### config.mk
export PLATFORM = sky130hd
export DESIGN_NAME = led_panel_top
export DESIGN_NICKNAME = d
export VERILOG_FILES = /design/src/led_panel_pkg.sv /design/src/cmd_decoder.sv /design/src/frame_memory.sv /design/src/led_panel_top.sv /design/src/matrix_scan.sv /design/src/plane_fetch.sv /design/src/uart_rx.sv
export VERILOG_INCLUDE_DIRS = /design/src /design/src/src
export SDC_FILE = /design/constraint.sdc
export NUM_CORES = 1
export LEC_CHECK = 0
export BUFFER_PORTS_ARGS = -buffer_cell sky130_fd_sc_hd__buf_2
export CAP_MARGIN = 20
export CORE_ASPECT_RATIO = 0.75
export CORE_MARGIN = 4
export CORE_UTILIZATION = 45
export CTS_BUF_LIST = sky130_fd_sc_hd__clkbuf_4 sky130_fd_sc_hd__clkbuf_8 sky130_fd_sc_hd__clkbuf_16
export DETAILED_ROUTE_END_ITERATION = 8
export GPL_TIMING_DRIVEN = 0
export SLEW_MARGIN = 25
export SYNTH_ARGS = -nofsm -noshare
export SYNTH_HDL_FRONTEND = slang
export SYNTH_SLANG_ARGS = --single-unit
### constraint.sdc
create_clock -name clk_root -period 6.57 [get_ports clk_root]
set_input_delay 0.657 -clock clk_root [delete_from_list [all_inputs] [get_ports clk_root]]
set_output_delay 0.657 -clock clk_root [all_outputs]
set_load 0.005 [all_outputs]
### src/led_panel_cfg.svh
//####################
// led panel config
// panel geometry, uart timing, scan timing and command opcodes
//####################
`ifndef LED_PANEL_CFG_SVH
`define LED_PANEL_CFG_SVH

// panel geometry, split into a top and a bottom half
`define LP_WIDTH 16
`define LP_HEIGHT 8

// bits per colour channel, one scan plane per bit
`define LP_PLANES 4

// serial line timing in clk_root cycles
`define LP_TICKS_PER_BIT 8

// plane 0 on time, doubled for every higher plane
`define LP_BASE_ON 4

// command opcodes, first byte of every command
`define LP_OP_PIXEL 8'h50
`define LP_OP_RGB_EN 8'h45
`define LP_OP_PLANE_EN 8'h42

`endif

### src/led_panel_pkg.sv
//####################
// led panel types
// shared vectors, link structs and the scan state enum
//####################
`default_nettype none

`include "led_panel_cfg.svh"

package led_panel_pkg;

    typedef logic [$clog2(`LP_WIDTH)-1:0] col_t;
    typedef logic [$clog2(`LP_HEIGHT)-1:0] row_t;
    typedef logic [$clog2(`LP_HEIGHT/2)-1:0] half_row_t;
    typedef logic [$clog2(`LP_PLANES)-1:0] plane_t;
    typedef logic [`LP_PLANES-1:0] chan_t;

    typedef struct packed {
        chan_t r;
        chan_t g;
        chan_t b;
    } pixel_t;

    typedef logic [2:0] rgb_bits_t; // [2] red, [1] green, [0] blue

    typedef struct packed {
        logic valid;
        col_t col;
        row_t row;
        pixel_t data;
    } pixel_write_t;

    typedef struct packed {
        rgb_bits_t rgb_enable;
        logic [`LP_PLANES-1:0] plane_enable;
    } display_cfg_t;

    typedef struct packed {
        logic shift;
        logic latch;
        logic oe;
        col_t col;
        half_row_t row;
        plane_t plane;
    } scan_ctl_t;

    typedef struct packed {
        rgb_bits_t rgb_top;
        rgb_bits_t rgb_bottom;
        half_row_t row;
        logic clk_pixel;
        logic row_latch;
        logic oe_n; // panel blanks when high
    } hub75_t;

    typedef enum logic [1:0] {
        SHIFT,
        BLANK,
        LATCH,
        DISPLAY
    } scan_state_t;

endpackage

`default_nettype wire

### src/cmd_decoder.sv
//####################
// command decoder
// turns received bytes into pixel writes and display settings
//####################
`timescale 1ns/1ps
`default_nettype none

`include "led_panel_cfg.svh"

module cmd_decoder (
    input wire clk_root,
    input wire arst_n,
    input wire [7:0] byte_data,
    input wire byte_valid,
    output led_panel_pkg::pixel_write_t wr,
    output led_panel_pkg::display_cfg_t cfg
);

    localparam int COL_W = $bits(led_panel_pkg::col_t);
    localparam int ROW_W = $bits(led_panel_pkg::row_t);

    logic [7:0] op;  // opcode of the command being collected
    logic [2:0] cnt; // 0 while waiting for an opcode
    logic wr_valid;
    led_panel_pkg::col_t col_q;
    led_panel_pkg::row_t row_q;
    led_panel_pkg::pixel_t data_q;

    always_ff @(posedge clk_root or negedge arst_n) begin
        if (!arst_n) begin
            op <= '0;
            cnt <= '0;
            wr_valid <= 1'b0;
            cfg <= '1; // everything visible out of reset
        end else begin
            wr_valid <= 1'b0;
            if (byte_valid) begin
                if (cnt == 3'd0) begin
                    if (byte_data inside {`LP_OP_PIXEL, `LP_OP_RGB_EN, `LP_OP_PLANE_EN}) begin
                        op <= byte_data;
                        cnt <= 3'd1;
                    end
                end else begin
                    unique case (op)
                        `LP_OP_PIXEL: begin
                            if (cnt == 3'd4) begin
                                cnt <= '0;
                                wr_valid <= 1'b1; // blue nibble closes the write
                            end else begin
                                cnt <= cnt + 1'b1;
                            end
                        end
                        `LP_OP_RGB_EN: begin
                            cfg.rgb_enable <= byte_data[2:0];
                            cnt <= '0;
                        end
                        `LP_OP_PLANE_EN: begin
                            cfg.plane_enable <= byte_data[`LP_PLANES-1:0];
                            cnt <= '0;
                        end
                        default: cnt <= '0;
                    endcase
                end
            end
        end
    end

    // operand capture, x and y lose their high bits
    always_ff @(posedge clk_root) begin
        if (byte_valid && op == `LP_OP_PIXEL) begin
            case (cnt)
                3'd1: col_q <= byte_data[COL_W-1:0];
                3'd2: row_q <= byte_data[ROW_W-1:0];
                3'd3: begin
                    data_q.r <= byte_data[7:4];
                    data_q.g <= byte_data[3:0];
                end
                3'd4: data_q.b <= byte_data[3:0];
                default: ;
            endcase
        end
    end

    always_comb begin
        wr.valid = wr_valid;
        wr.col = col_q;
        wr.row = row_q;
        wr.data = data_q;
    end

    assert property (@(posedge clk_root) disable iff (!arst_n)
        wr.valid |=> !wr.valid);

endmodule

`default_nettype wire

### src/frame_memory.sv
//####################
// frame memory
// top and bottom half arrays, one write port, paired read
//####################
`timescale 1ns/1ps
`default_nettype none

`include "led_panel_cfg.svh"

module frame_memory (
    input wire clk_root,
    input wire led_panel_pkg::pixel_write_t wr,
    input wire led_panel_pkg::col_t rd_col,
    input wire led_panel_pkg::half_row_t rd_row,
    output led_panel_pkg::pixel_t rd_top,
    output led_panel_pkg::pixel_t rd_bottom
);

    localparam int HALF = `LP_HEIGHT / 2;
    localparam int ROW_MSB = $bits(led_panel_pkg::row_t) - 1;

    led_panel_pkg::pixel_t mem_top [HALF][`LP_WIDTH];
    led_panel_pkg::pixel_t mem_bottom [HALF][`LP_WIDTH];

    led_panel_pkg::half_row_t wr_half_row;
    logic wr_bottom;

    assign wr_half_row = wr.row[ROW_MSB-1:0];
    assign wr_bottom = wr.row[ROW_MSB]; // rows 4..7 live in the bottom array

    always_ff @(posedge clk_root) begin
        if (wr.valid && !wr_bottom) begin
            mem_top[wr_half_row][wr.col] <= wr.data;
        end
        rd_top <= mem_top[rd_row][rd_col];
    end

    always_ff @(posedge clk_root) begin
        if (wr.valid && wr_bottom) begin
            mem_bottom[wr_half_row][wr.col] <= wr.data;
        end
        rd_bottom <= mem_bottom[rd_row][rd_col];
    end

endmodule

`default_nettype wire

### src/led_panel_top.sv
//####################
// led panel top
// uart in, hub75 out
//####################
`timescale 1ns/1ps
`default_nettype none

module led_panel_top (
    input wire clk_root,
    input wire arst_n,
    input wire rx,
    output led_panel_pkg::hub75_t panel
);

    logic [7:0] byte_data;
    logic byte_valid;
    led_panel_pkg::pixel_write_t wr;
    led_panel_pkg::display_cfg_t cfg;
    led_panel_pkg::scan_ctl_t scan;
    led_panel_pkg::col_t rd_col;
    led_panel_pkg::half_row_t rd_row;
    led_panel_pkg::pixel_t rd_top;
    led_panel_pkg::pixel_t rd_bottom;

    uart_rx uart_rx_i (
        .clk_root(clk_root),
        .arst_n(arst_n),
        .rx(rx),
        .byte_data(byte_data),
        .byte_valid(byte_valid)
    );

    cmd_decoder cmd_decoder_i (
        .clk_root(clk_root),
        .arst_n(arst_n),
        .byte_data(byte_data),
        .byte_valid(byte_valid),
        .wr(wr),
        .cfg(cfg)
    );

    frame_memory frame_memory_i (
        .clk_root(clk_root),
        .wr(wr),
        .rd_col(rd_col),
        .rd_row(rd_row),
        .rd_top(rd_top),
        .rd_bottom(rd_bottom)
    );

    matrix_scan matrix_scan_i (
        .clk_root(clk_root),
        .arst_n(arst_n),
        .scan(scan)
    );

    plane_fetch plane_fetch_i (
        .clk_root(clk_root),
        .arst_n(arst_n),
        .scan(scan),
        .cfg(cfg),
        .rd_col(rd_col),
        .rd_row(rd_row),
        .rd_top(rd_top),
        .rd_bottom(rd_bottom),
        .panel(panel)
    );

endmodule

`default_nettype wire

### src/matrix_scan.sv
//####################
// matrix scan sequencer
// binary coded modulation over rows and bit planes
//####################
`timescale 1ns/1ps
`default_nettype none

`include "led_panel_cfg.svh"

module matrix_scan (
    input wire clk_root,
    input wire arst_n,
    output led_panel_pkg::scan_ctl_t scan
);

    localparam int SC_W = $clog2(2 * `LP_WIDTH);
    localparam int ON_MAX = `LP_BASE_ON << (`LP_PLANES - 1);
    localparam int ON_W = $clog2(ON_MAX);
    localparam led_panel_pkg::plane_t PLANE_LAST = led_panel_pkg::plane_t'(`LP_PLANES - 1);
    localparam led_panel_pkg::half_row_t ROW_LAST = led_panel_pkg::half_row_t'(`LP_HEIGHT / 2 - 1);

    led_panel_pkg::scan_state_t state;
    logic [SC_W-1:0] shift_cnt; // two cycles per column
    logic [ON_W-1:0] on_cnt;    // counts down the display time
    led_panel_pkg::half_row_t row;
    led_panel_pkg::plane_t plane;

    always_ff @(posedge clk_root or negedge arst_n) begin
        if (!arst_n) begin
            state <= led_panel_pkg::SHIFT;
            shift_cnt <= '0;
            on_cnt <= '0;
            row <= '0;
            plane <= '0;
        end else begin
            unique case (state)
                led_panel_pkg::SHIFT: begin
                    shift_cnt <= shift_cnt + 1'b1;
                    if (shift_cnt == SC_W'(2 * `LP_WIDTH - 1)) begin
                        state <= led_panel_pkg::BLANK;
                    end
                end
                led_panel_pkg::BLANK: begin
                    state <= led_panel_pkg::LATCH;
                end
                led_panel_pkg::LATCH: begin
                    on_cnt <= ON_W'((`LP_BASE_ON << plane) - 1); // weight of this plane
                    state <= led_panel_pkg::DISPLAY;
                end
                led_panel_pkg::DISPLAY: begin
                    if (on_cnt == '0) begin
                        state <= led_panel_pkg::SHIFT;
                        shift_cnt <= '0;
                        if (plane == PLANE_LAST) begin
                            plane <= '0;
                            row <= (row == ROW_LAST) ? '0 : row + 1'b1;
                        end else begin
                            plane <= plane + 1'b1;
                        end
                    end else begin
                        on_cnt <= on_cnt - 1'b1;
                    end
                end
                default: state <= led_panel_pkg::SHIFT;
            endcase
        end
    end

    // second cycle of each column pair carries the pixel clock
    always_comb begin
        scan.shift = (state == led_panel_pkg::SHIFT) && shift_cnt[0];
        scan.latch = (state == led_panel_pkg::LATCH);
        scan.oe = (state == led_panel_pkg::DISPLAY);
        scan.col = shift_cnt[SC_W-1:1];
        scan.row = row;
        scan.plane = plane;
    end

    assert property (@(posedge clk_root) disable iff (!arst_n)
        !(scan.latch && scan.oe));

endmodule

`default_nettype wire

### src/plane_fetch.sv
//####################
// plane fetch
// picks the plane bit of each pixel and drives the hub75 pins
//####################
`timescale 1ns/1ps
`default_nettype none

module plane_fetch (
    input wire clk_root,
    input wire arst_n,
    input wire led_panel_pkg::scan_ctl_t scan,
    input wire led_panel_pkg::display_cfg_t cfg,
    output led_panel_pkg::col_t rd_col,
    output led_panel_pkg::half_row_t rd_row,
    input wire led_panel_pkg::pixel_t rd_top,
    input wire led_panel_pkg::pixel_t rd_bottom,
    output led_panel_pkg::hub75_t panel
);

    // stage 1, lines up with the memory read data
    logic s1_shift;
    logic s1_latch;
    logic s1_oe;
    led_panel_pkg::half_row_t s1_row;
    led_panel_pkg::plane_t s1_plane;
    logic gate;
    led_panel_pkg::rgb_bits_t rgb_top_d;
    led_panel_pkg::rgb_bits_t rgb_bottom_d;

    function automatic led_panel_pkg::rgb_bits_t plane_bits(
        input led_panel_pkg::pixel_t px,
        input led_panel_pkg::plane_t p,
        input led_panel_pkg::rgb_bits_t en
    );
        plane_bits = {px.r[p] & en[2], px.g[p] & en[1], px.b[p] & en[0]};
    endfunction

    assign rd_col = scan.col;
    assign rd_row = scan.row;

    always_ff @(posedge clk_root or negedge arst_n) begin
        if (!arst_n) begin
            s1_shift <= 1'b0;
            s1_latch <= 1'b0;
            s1_oe <= 1'b0;
            s1_row <= '0;
            s1_plane <= '0;
        end else begin
            s1_shift <= scan.shift;
            s1_latch <= scan.latch;
            s1_oe <= scan.oe;
            s1_row <= scan.row;
            s1_plane <= scan.plane;
        end
    end

    assign gate = s1_shift & cfg.plane_enable[s1_plane]; // dark outside shift cycles
    assign rgb_top_d = plane_bits(rd_top, s1_plane, cfg.rgb_enable) & {3{gate}};
    assign rgb_bottom_d = plane_bits(rd_bottom, s1_plane, cfg.rgb_enable) & {3{gate}};

    always_ff @(posedge clk_root or negedge arst_n) begin
        if (!arst_n) begin
            panel.rgb_top <= '0;
            panel.rgb_bottom <= '0;
            panel.row <= '0;
            panel.clk_pixel <= 1'b0;
            panel.row_latch <= 1'b0;
            panel.oe_n <= 1'b1;
        end else begin
            panel.rgb_top <= rgb_top_d;
            panel.rgb_bottom <= rgb_bottom_d;
            if (s1_latch) begin
                panel.row <= s1_row; // row address moves with the latch
            end
            panel.clk_pixel <= s1_shift;
            panel.row_latch <= s1_latch;
            panel.oe_n <= ~s1_oe;
        end
    end

endmodule

`default_nettype wire

### src/uart_rx.sv
//####################
// uart receiver
// 8N1 bytes, lsb first, sampled mid bit
//####################
`timescale 1ns/1ps
`default_nettype none

`include "led_panel_cfg.svh"

module uart_rx (
    input wire clk_root,
    input wire arst_n,
    input wire rx,
    output logic [7:0] byte_data,
    output logic byte_valid
);

    localparam int TICKS = `LP_TICKS_PER_BIT;
    localparam int TW = $clog2(TICKS);

    typedef enum logic [1:0] {
        RX_IDLE,
        RX_START,
        RX_DATA,
        RX_STOP
    } rx_state_t;

    rx_state_t state;
    logic [1:0] rx_sync; // two flop synchroniser
    logic rx_last;       // previous synced value, for the start edge
    logic [TW-1:0] tick;
    logic [2:0] bit_idx;
    logic [7:0] shreg;
    logic bit_end;

    assign bit_end = (tick == TW'(TICKS - 1));

    always_ff @(posedge clk_root or negedge arst_n) begin
        if (!arst_n) begin
            rx_sync <= 2'b11; // line idles high
            rx_last <= 1'b1;
            state <= RX_IDLE;
            tick <= '0;
            bit_idx <= '0;
            byte_valid <= 1'b0;
        end else begin
            rx_sync <= {rx_sync[0], rx};
            rx_last <= rx_sync[1];
            byte_valid <= 1'b0;
            unique case (state)
                RX_IDLE: begin
                    tick <= '0;
                    if (rx_last && !rx_sync[1]) begin
                        state <= RX_START;
                    end
                end
                RX_START: begin
                    if (tick == TW'(TICKS / 2 - 1)) begin
                        tick <= '0;
                        bit_idx <= '0;
                        state <= rx_sync[1] ? RX_IDLE : RX_DATA; // glitch, not a start bit
                    end else begin
                        tick <= tick + 1'b1;
                    end
                end
                RX_DATA: begin
                    if (bit_end) begin
                        tick <= '0;
                        bit_idx <= bit_idx + 1'b1;
                        if (bit_idx == 3'd7) begin
                            state <= RX_STOP;
                        end
                    end else begin
                        tick <= tick + 1'b1;
                    end
                end
                RX_STOP: begin
                    if (bit_end) begin
                        state <= RX_IDLE;
                        byte_valid <= rx_sync[1]; // framing error drops the byte
                    end else begin
                        tick <= tick + 1'b1;
                    end
                end
                default: state <= RX_IDLE;
            endcase
        end
    end

    always_ff @(posedge clk_root) begin
        if (state == RX_DATA && bit_end) begin
            shreg <= {rx_sync[1], shreg[7:1]}; // lsb arrives first
        end
        if (state == RX_STOP && bit_end && rx_sync[1]) begin
            byte_data <= shreg;
        end
    end

    // a byte takes ten bit periods, so strobes never touch
    assert property (@(posedge clk_root) disable iff (!arst_n)
        byte_valid |=> !byte_valid);

endmodule

`default_nettype wire

==> results of run 1 <==
cells by family (layout without fill, tap and decap cells):
group / after synthesis / count (layout)
AND/OR/NAND/NOR: 341 / 341
other: 0 / 3
adder cells (fa/ha/maj): 25 / 25
flip-flops: 1660 / 1660
multiplexers: 604 / 604
AO/OA/AOI/OAI: 235 / 235
buffers and inverters: 194 / 583
XOR/XNOR: 3 / 3
per-layer routing:
metal  global-route usage [%]  up-vias  part of all wire [%]
li1                         -    13300                     -
met1                     34.4    17700                    41
met2                     35.2     1955                    44
met3                     7.30      326                    11
met4                     8.97        2                   3.7
met5                        0        -                0.0067
state kept, by name (all words and copies together) (netlist names), 5 cells and up, named ones only:
| signal | cells |
|---|---|
| frame_memory_i.rd_bottom | 12 |
| frame_memory_i.mem_bottom | 768 |
| uart_rx_i.shreg | 8 |
| uart_rx_i.byte_data | 8 |
| matrix_scan_i.shift_cnt | 5 |
| plane_fetch_i.panel | 11 |
| frame_memory_i.rd_top | 12 |
| cmd_decoder_i.cfg | 7 |
| frame_memory_i.mem_top | 768 |
| matrix_scan_i.on_cnt | 5 |
| cmd_decoder_i.op | 8 |
| cmd_decoder_i.wr | 12 |
worst max-delay path: stages, from the launching register on:
cell	delay [ns]
dfrtp_1	0.32
clkbuf_1	0.78
inv_1	0.32
nor2_1	0.73
clkbuf_1	0.62
o221ai_1	0.26
a211oi_1	1.01
nor4_1	0.17
placed cells by master, fill, tap and decap left out, types with 19 or more instances in the layout:
| cell type | netlist | routed |
|---|---|---|
| edfxtp_1 | 1571 | 1571 |
| mux4_2 | 295 | 295 |
| mux2i_1 | 243 | 243 |
| clkbuf_16 | 0 | 161 |
| nor2_2 | 0 | 128 |
| o221ai_1 | 87 | 87 |
| buf_8 | 1 | 72 |
| buf_2 | 46 | 71 |
| mux2_2 | 66 | 66 |
| nor2_1 | 190 | 62 |
| clkbuf_1 | 66 | 58 |
| dfrtp_1 | 54 | 54 |
| nand2_1 | 50 | 50 |
| a221oi_1 | 48 | 48 |
| clkinv_1 | 0 | 42 |
| buf_6 | 22 | 33 |
| clkbuf_4 | 0 | 32 |
| a211oi_1 | 40 | 29 |
| ha_1 | 25 | 25 |
| nor4_1 | 24 | 24 |
| dfxtp_1 | 24 | 24 |
| inv_1 | 22 | 22 |
| o21ai_0 | 19 | 19 |
| clkinv_2 | 0 | 19 |
per-stage QoR:
step	total power, mW	hold WS [ns]	utilization (%)
5_1_grt	20.9	0.314	52.0
4_1_cts	20.5	0.252	52.0
3_3_place_gp	11.7	0.348	47.1
3_5_place_dp	11.7	0.347	48.4
6_report	20.3	0.303	52.0
2_1_floorplan	11.7	0.337	-
cell usage after synthesis, types with 25 or more instances:
library cell / count
dfrtp_1: 54
mux2i_1: 243
a211oi_1: 40
nand2_1: 50
clkbuf_1: 66
o221ai_1: 87
nor2_1: 190
a221oi_1: 48
edfxtp_1: 1571
ha_1: 25
mux2_2: 66
buf_2: 46
mux4_2: 295
area by class of cell:
cell class              instances  area (um^2)  area share [%]
multi-input cells            1208        14000            19.1
diodes                          3         7.51          0.0103
clock inverters                77          537           0.734
inverters                      22         82.6           0.113
well taps                    1875         2350            3.21
repair buffers                107         1510            2.07
plain buffers                 172          960            1.31
flip-flops and latches       1660        49300            67.4
clock buffers                 205         4450            6.08
power groups by stage:
stage / combinational, mW / sequential, mW / clock, mW
5_1_grt: 0.109 / 11.4 / 9.40
2_1_floorplan: 0.0619 / 11.6 / 0
3_3_place_gp: 0.0869 / 11.6 / 0
6_report: 0.0904 / 11.4 / 8.82
3_5_place_dp: 0.0894 / 11.6 / 0
4_1_cts: 0.0914 / 11.4 / 8.94
worst min path at each step:
stage | slack (ns) | end | from
final | 0.30 | plane_fetch_i.panel[3]$_DFFE_PN0P_ | arst_n
after global routing | 0.31 | plane_fetch_i.panel[3]$_DFFE_PN0P_ | arst_n
after CTS | 0.25 | plane_fetch_i.panel[3]$_DFFE_PN0P_ | arst_n
after detailed placement | 0.35 | uart_rx_i.rx_sync[1]$_DFF_PN1_ | uart_rx_i.rx_sync[0]$_DFF_PN1_
after global placement | 0.35 | uart_rx_i.rx_sync[1]$_DFF_PN1_ | uart_rx_i.rx_sync[0]$_DFF_PN1_
after floorplan | 0.34 | plane_fetch_i.panel[0]$_DFF_PN1_ | plane_fetch_i.s1_oe$_DFF_PN0_
what timing repair did:
action                                  in CTS  in global routing
hold endpoints to repair                    22                  0
hold buffers                                 2                  0
endpoints found under the setup margin       0                  0
==> flow_summary.json, run 1 <==
{
  "status": "complete, no violations",
  "post-cts-setup-buffers": 0,
  "cts_max_level": 4,
  "syn_to_final_growth_pct": 14.5,
  "path_clk_slew_ns": 0.06,
  "dp_slack_ns": 2.57,
  "port_buffers": 13,
  "cp.required_ns": 7.19,
  "drc": 0,
  "synth_xor_area_share_pct": 0.0411,
  "core_area_mm2": 0.141,
  "grt_use_total_pct": 24.1,
  "yosys.area_share.simple_pct": 2.41,
  "yosysTopAreaCell": "edfxtp_1",
  "ys_types": 57,
  "ys_ff_latch": 1660,
  "power.density_mw_per_mm2": 278,
  "dpl.cell_count": 5040,
  "worstSetupEndpoint": "frame_memory_i.rd_top[8]$_DFF_P_",
  "io_pins": 14,
  "finalHoldViolCount": 0,
  "slew_violations": 0,
  "crit_type": "reg -> reg",
  "routed_wl_um": 179000,
  "p_comb_share_pct": 0.4,
  "grt_overflow_total": 0,
  "setup_viol": 0,
  "rsz0062_at_grt": "false",
  "grt_max_degree": 45,
  "cts_num_sinks": 1660,
  "syn-cell-area_mm2": 0.0639,
  "async_flop_share_pct": 3.92,
  "synth_top_family_by_area": "multiplexers",
  "hpwl_um": 125000,
  "yosysSeqAreaShare_pct": 77.2,
  "cts_resized": 0,
  "hold_class": "in -> async",
  "ir_drop_uv": 241,
  "synth_edf_count": 1571,
  "synth_compound_area_share_pct": 2.95,
  "r2r_slack_ns": 2.19,
  "sw_frac_of_total_pct": 19.2,
  "synth_fa_ha_area_share_pct": 0.490,
  "place_area_mm2": 0.0681,
  "place_congestion": 0.937,
  "ff2ff_path_depth": 7,
  "p_seq_share_pct": 56.2,
  "path_max_fanout": 10,
  "num-nets-final": 3354,
  "grt_pass1_wl_um": 250000,
  "timing.setup.tns_ns": 0,
  "stdcell_count": 5329,
  "switching_power_mw": 3.90,
  "wl_per_cell_um": 33.5,
  "first_global_vias": 32900,
  "p_leak_nw": 22.2,
  "crit_start": "matrix_scan_i.shift_cnt[3]$_DFFE_PN0P_",
  "antenna_found_initial": 2,
  "rows": 119,
  "clock_latency_ns": 0.80,
  "synth_mux_area_share_pct": 15.4,
  "startpoint_type": "register",
  "vias": 33300,
  "drive_gt1_share_pct": 28.0,
  "synth_warnings": 0,
  "worst_slew_pin_slew_ns": 1.30,
  "synthFlopType": "edfxtp_1",
  "r2r_start": "matrix_scan_i.shift_cnt[3]$_DFFE_PN0P_",
  "cts_tree": "yes",
  "max_freq_mhz": 228,
  "fin_crit_sh_pct": 66.7,
  "stdcell_area_mm2": 0.0732,
  "r2r_end": "frame_memory_i.rd_top[8]$_DFF_P_",
  "drv_cap": 0,
  "avgViaCountPerCell": 6.24,
  "first_iter_violations": 4406,
  "arrival_ns": 5.00,
  "clockBufferDepth": 3,
  "fillers": 11000,
  "fin_ws_ns": 2.19,
  "ant_nets": 0,
  "syn_area_per_cell_um2": 20.9,
  "synthTopCellsByArea": "edfxtp_1 74%, mux4_2 10%, mux2i_1 3.8%",
  "crit_path_end_kind": "register",
  "dr.pass1.iters": 6,
  "fp.dieH_um": 334,
  "yosysTopAreaCellShare_pct": 73.8,
  "clockPowerShare_pct": 43.4,
  "synth_nets": 3090,
  "die_area_mm2": 0.148,
  "slew_headroom_pct": 13.4,
  "intPower_mw": 16.4,
  "die_x_um": 443,
  "cts_root_buf": "clkbuf_16",
  "fin_skew_ns": 0.0425,
  "fin_crit_ns": 4.38,
  "syn_inst": 3062,
  "start_util_pct": 45.4,
  "cts_made_buffers": 155
}
(Power assumes the default switching activity.)
==> inputs of run 2 (changes only) <==
==> constraint.sdc (replaced) <==
create_clock -name clk_root -period 3.8 [get_ports clk_root]
set_input_delay 0.38 -clock clk_root [delete_from_list [all_inputs] [get_ports clk_root]]
set_output_delay 0.38 -clock clk_root [all_outputs]
set_load 0.005 [all_outputs]
==> run 2 against run 1 <==
- the run now ends with setup timing left
- sequential cell count did not move
- final cell count barely moved
- via count rose by 0.14%
- largest cell class unchanged
- largest power group unchanged
==> flow_summary.json, run 2 (synthesized netlist as in run 1, its figures left out) <==
{
  "status": "finished with violations",
  "violations": "setup timing",
  "biggestRegsByFlops": "frame_memory_i.mem_bottom x768, frame_memory_i.mem_top x768",
  "cts_tree": "yes",
  "ir_drop_uv": 417,
  "worst_slew_pin_slew_ns": 1.19,
  "fp.dieH_um": 334,
  "first_global_vias": 32900,
  "slew_headroom_pct": 20.6,
  "rsz0062_at_grt": "false",
  "r2r_end": "frame_memory_i.rd_top[9]$_DFF_P_",
  "path_max_fanout": 10,
  "rows": 119,
  "die_x_um": 443,
  "ant_nets": 0,
  "stdcell_area_mm2": 0.0732,
  "grt_use_total_pct": 24.1,
  "dr.pass1.iters": 5,
  "drv_cap": 0,
  "antenna_found_initial": 7,
  "cts_made_buffers": 155,
  "place_area_mm2": 0.0681,
  "routed_wl_um": 179000,
  "r2r_start": "matrix_scan_i.row[1]$_DFFE_PN0P_",
  "port_buffers": 13,
  "cts_max_level": 4,
  "first_iter_violations": 4327,
  "p_comb_share_pct": 0.4,
  "vias": 33300,
  "fillers": 11000,
  "crit_start": "matrix_scan_i.row[1]$_DFFE_PN0P_",
  "mostFrequentLayoutCells": "1571 x edfxtp_1, 295 x mux4_2, 243 x mux2i_1, 161 x clkbuf_16, 129 x nor2_2",
  "crit_type": "reg -> reg",
  "clockBufferDepth": 3,
  "cts_num_sinks": 1660,
  "switching_power_mw": 6.74,
  "syn_to_final_growth_pct": 14.6,
  "p_seq_share_pct": 56.2,
  "num-nets-final": 3353,
  "hold_class": "in -> async",
  "place_congestion": 0.937,
  "final_common_cell": "edfxtp_1",
  "crit_path_end_kind": "register",
  "hold_slack_ns": 0.117,
  "finalHoldViolCount": 0,
  "grt_overflow_total": 0,
  "fin_crit_sh_pct": 102,
  "fin_skew_ns": 0.0409,
  "post-cts-setup-buffers": 0,
  "grt_max_degree": 45,
  "drc": 0,
  "path_clk_slew_ns": 0.06,
  "fin_crit_ns": 3.89,
  "avgViaCountPerCell": 6.25,
  "ff2ff_path_depth": 6,
  "clockPowerShare_pct": 43.4,
  "power.density_mw_per_mm2": 480,
  "max_freq_mhz": 257,
  "slew_violations": 0,
  "cts_root_buf": "clkbuf_16",
  "clock_latency_ns": 0.80,
  "setup_viol": 3,
  "sw_frac_of_total_pct": 19.2,
  "io_pins": 14,
  "drive_gt1_share_pct": 28.5,
  "cp.required_ns": 4.42,
  "hpwl_um": 125000,
  "grt_pass1_wl_um": 250000,
  "r2r_slack_ns": -0.09,
  "arrival_ns": 4.51,
  "core_area_mm2": 0.141,
  "die_area_mm2": 0.148,
  "worstSetupEndpoint": "frame_memory_i.rd_top[9]$_DFF_P_",
  "startpoint_type": "register",
  "wl_per_cell_um": 33.5,
  "power_mw": 35.2,
  "p_leak_nw": 22.3,
  "start_util_pct": 45.4,
  "fin_ws_ns": -0.0909,
  "intPower_mw": 28.4
}
==> run 2: layout make-up <==
type                    instances  area (um^2)  area share, %
clock inverters                77          537          0.733
flip-flops and latches       1660        49300           67.3
inverters                      22         82.6          0.113
clock buffers                 205         4450           6.07
repair buffers                107         1520           2.07
well taps                    1875         2350           3.20
diodes                          6         15.0         0.0205
multi-input cells            1208        14000           19.1
plain buffers                 171          977           1.33
==> run 2: repair_timing <==
action / CTS / global route
setup endpoints to repair: 17 / 11
hold buffers: 3 / 0
gates resized for setup: 17 / 8
hold endpoints to repair: 56 / 0
==> run 2: metrics by stage <==
stage	setup WS [ns]	cells	util, %	setup TNS (ns)
6_report	-0.0909	5331	52.1	-0.169
5_1_grt	0.00714	5325	52.0	0
4_1_cts	-0.00201	5324	52.0	-0.00201
3_5_place_dp	-0.202	5040	48.4	-1.44
3_3_place_gp	-0.739	4950	47.1	-695.92
2_1_floorplan	1.53	3062	-	0
==> run 2: how the worst min path moves through the flow <==
stage	start	to	slack, ns	cells past startpoint
6_report	arst_n	plane_fetch_i.panel[0]$_DFF_PN1_	0.12	2
3_3_place_gp	uart_rx_i.rx_sync[0]$_DFF_PN1_	uart_rx_i.rx_sync[1]$_DFF_PN1_	0.35	0
4_1_cts	arst_n	plane_fetch_i.panel[0]$_DFF_PN1_	0.06	2
2_1_floorplan	arst_n	async pin	0.08	0
5_1_grt	arst_n	plane_fetch_i.panel[0]$_DFF_PN1_	0.10	2
3_5_place_dp	arst_n	matrix_scan_i.on_cnt[0]$_DFFE_PN0P_	0.30	1
==> run 2: power groups by stage <==
| stage | registers [mW] | logic [mW] | clock network, mW |
|---|---|---|---|
| 2_1_floorplan | 20.1 | 0.107 | 0 |
| 3_3_place_gp | 20.1 | 0.150 | 0 |
| 4_1_cts | 19.8 | 0.159 | 15.5 |
| 5_1_grt | 19.7 | 0.189 | 16.2 |
| 6_report | 19.8 | 0.158 | 15.2 |
| 3_5_place_dp | 20.1 | 0.154 | 0 |
==> run 2: critical path: stages, from the launching register on <==
cell      delay, ns
dfrtp_1        0.64
buf_2          0.55
clkbuf_4       0.53
buf_2          0.53
mux4_2         0.38
a211oi_1       0.88
nor4_1         0.16
==> run 2: routing by layer <==
metal	up-vias	wire [um]	track usage [%]
met5	-	12	0
met4	2	6420	8.79
met3	335	20500	7.52
met2	1969	79200	35.3
met1	17700	72700	34.2
li1	13300	-	-
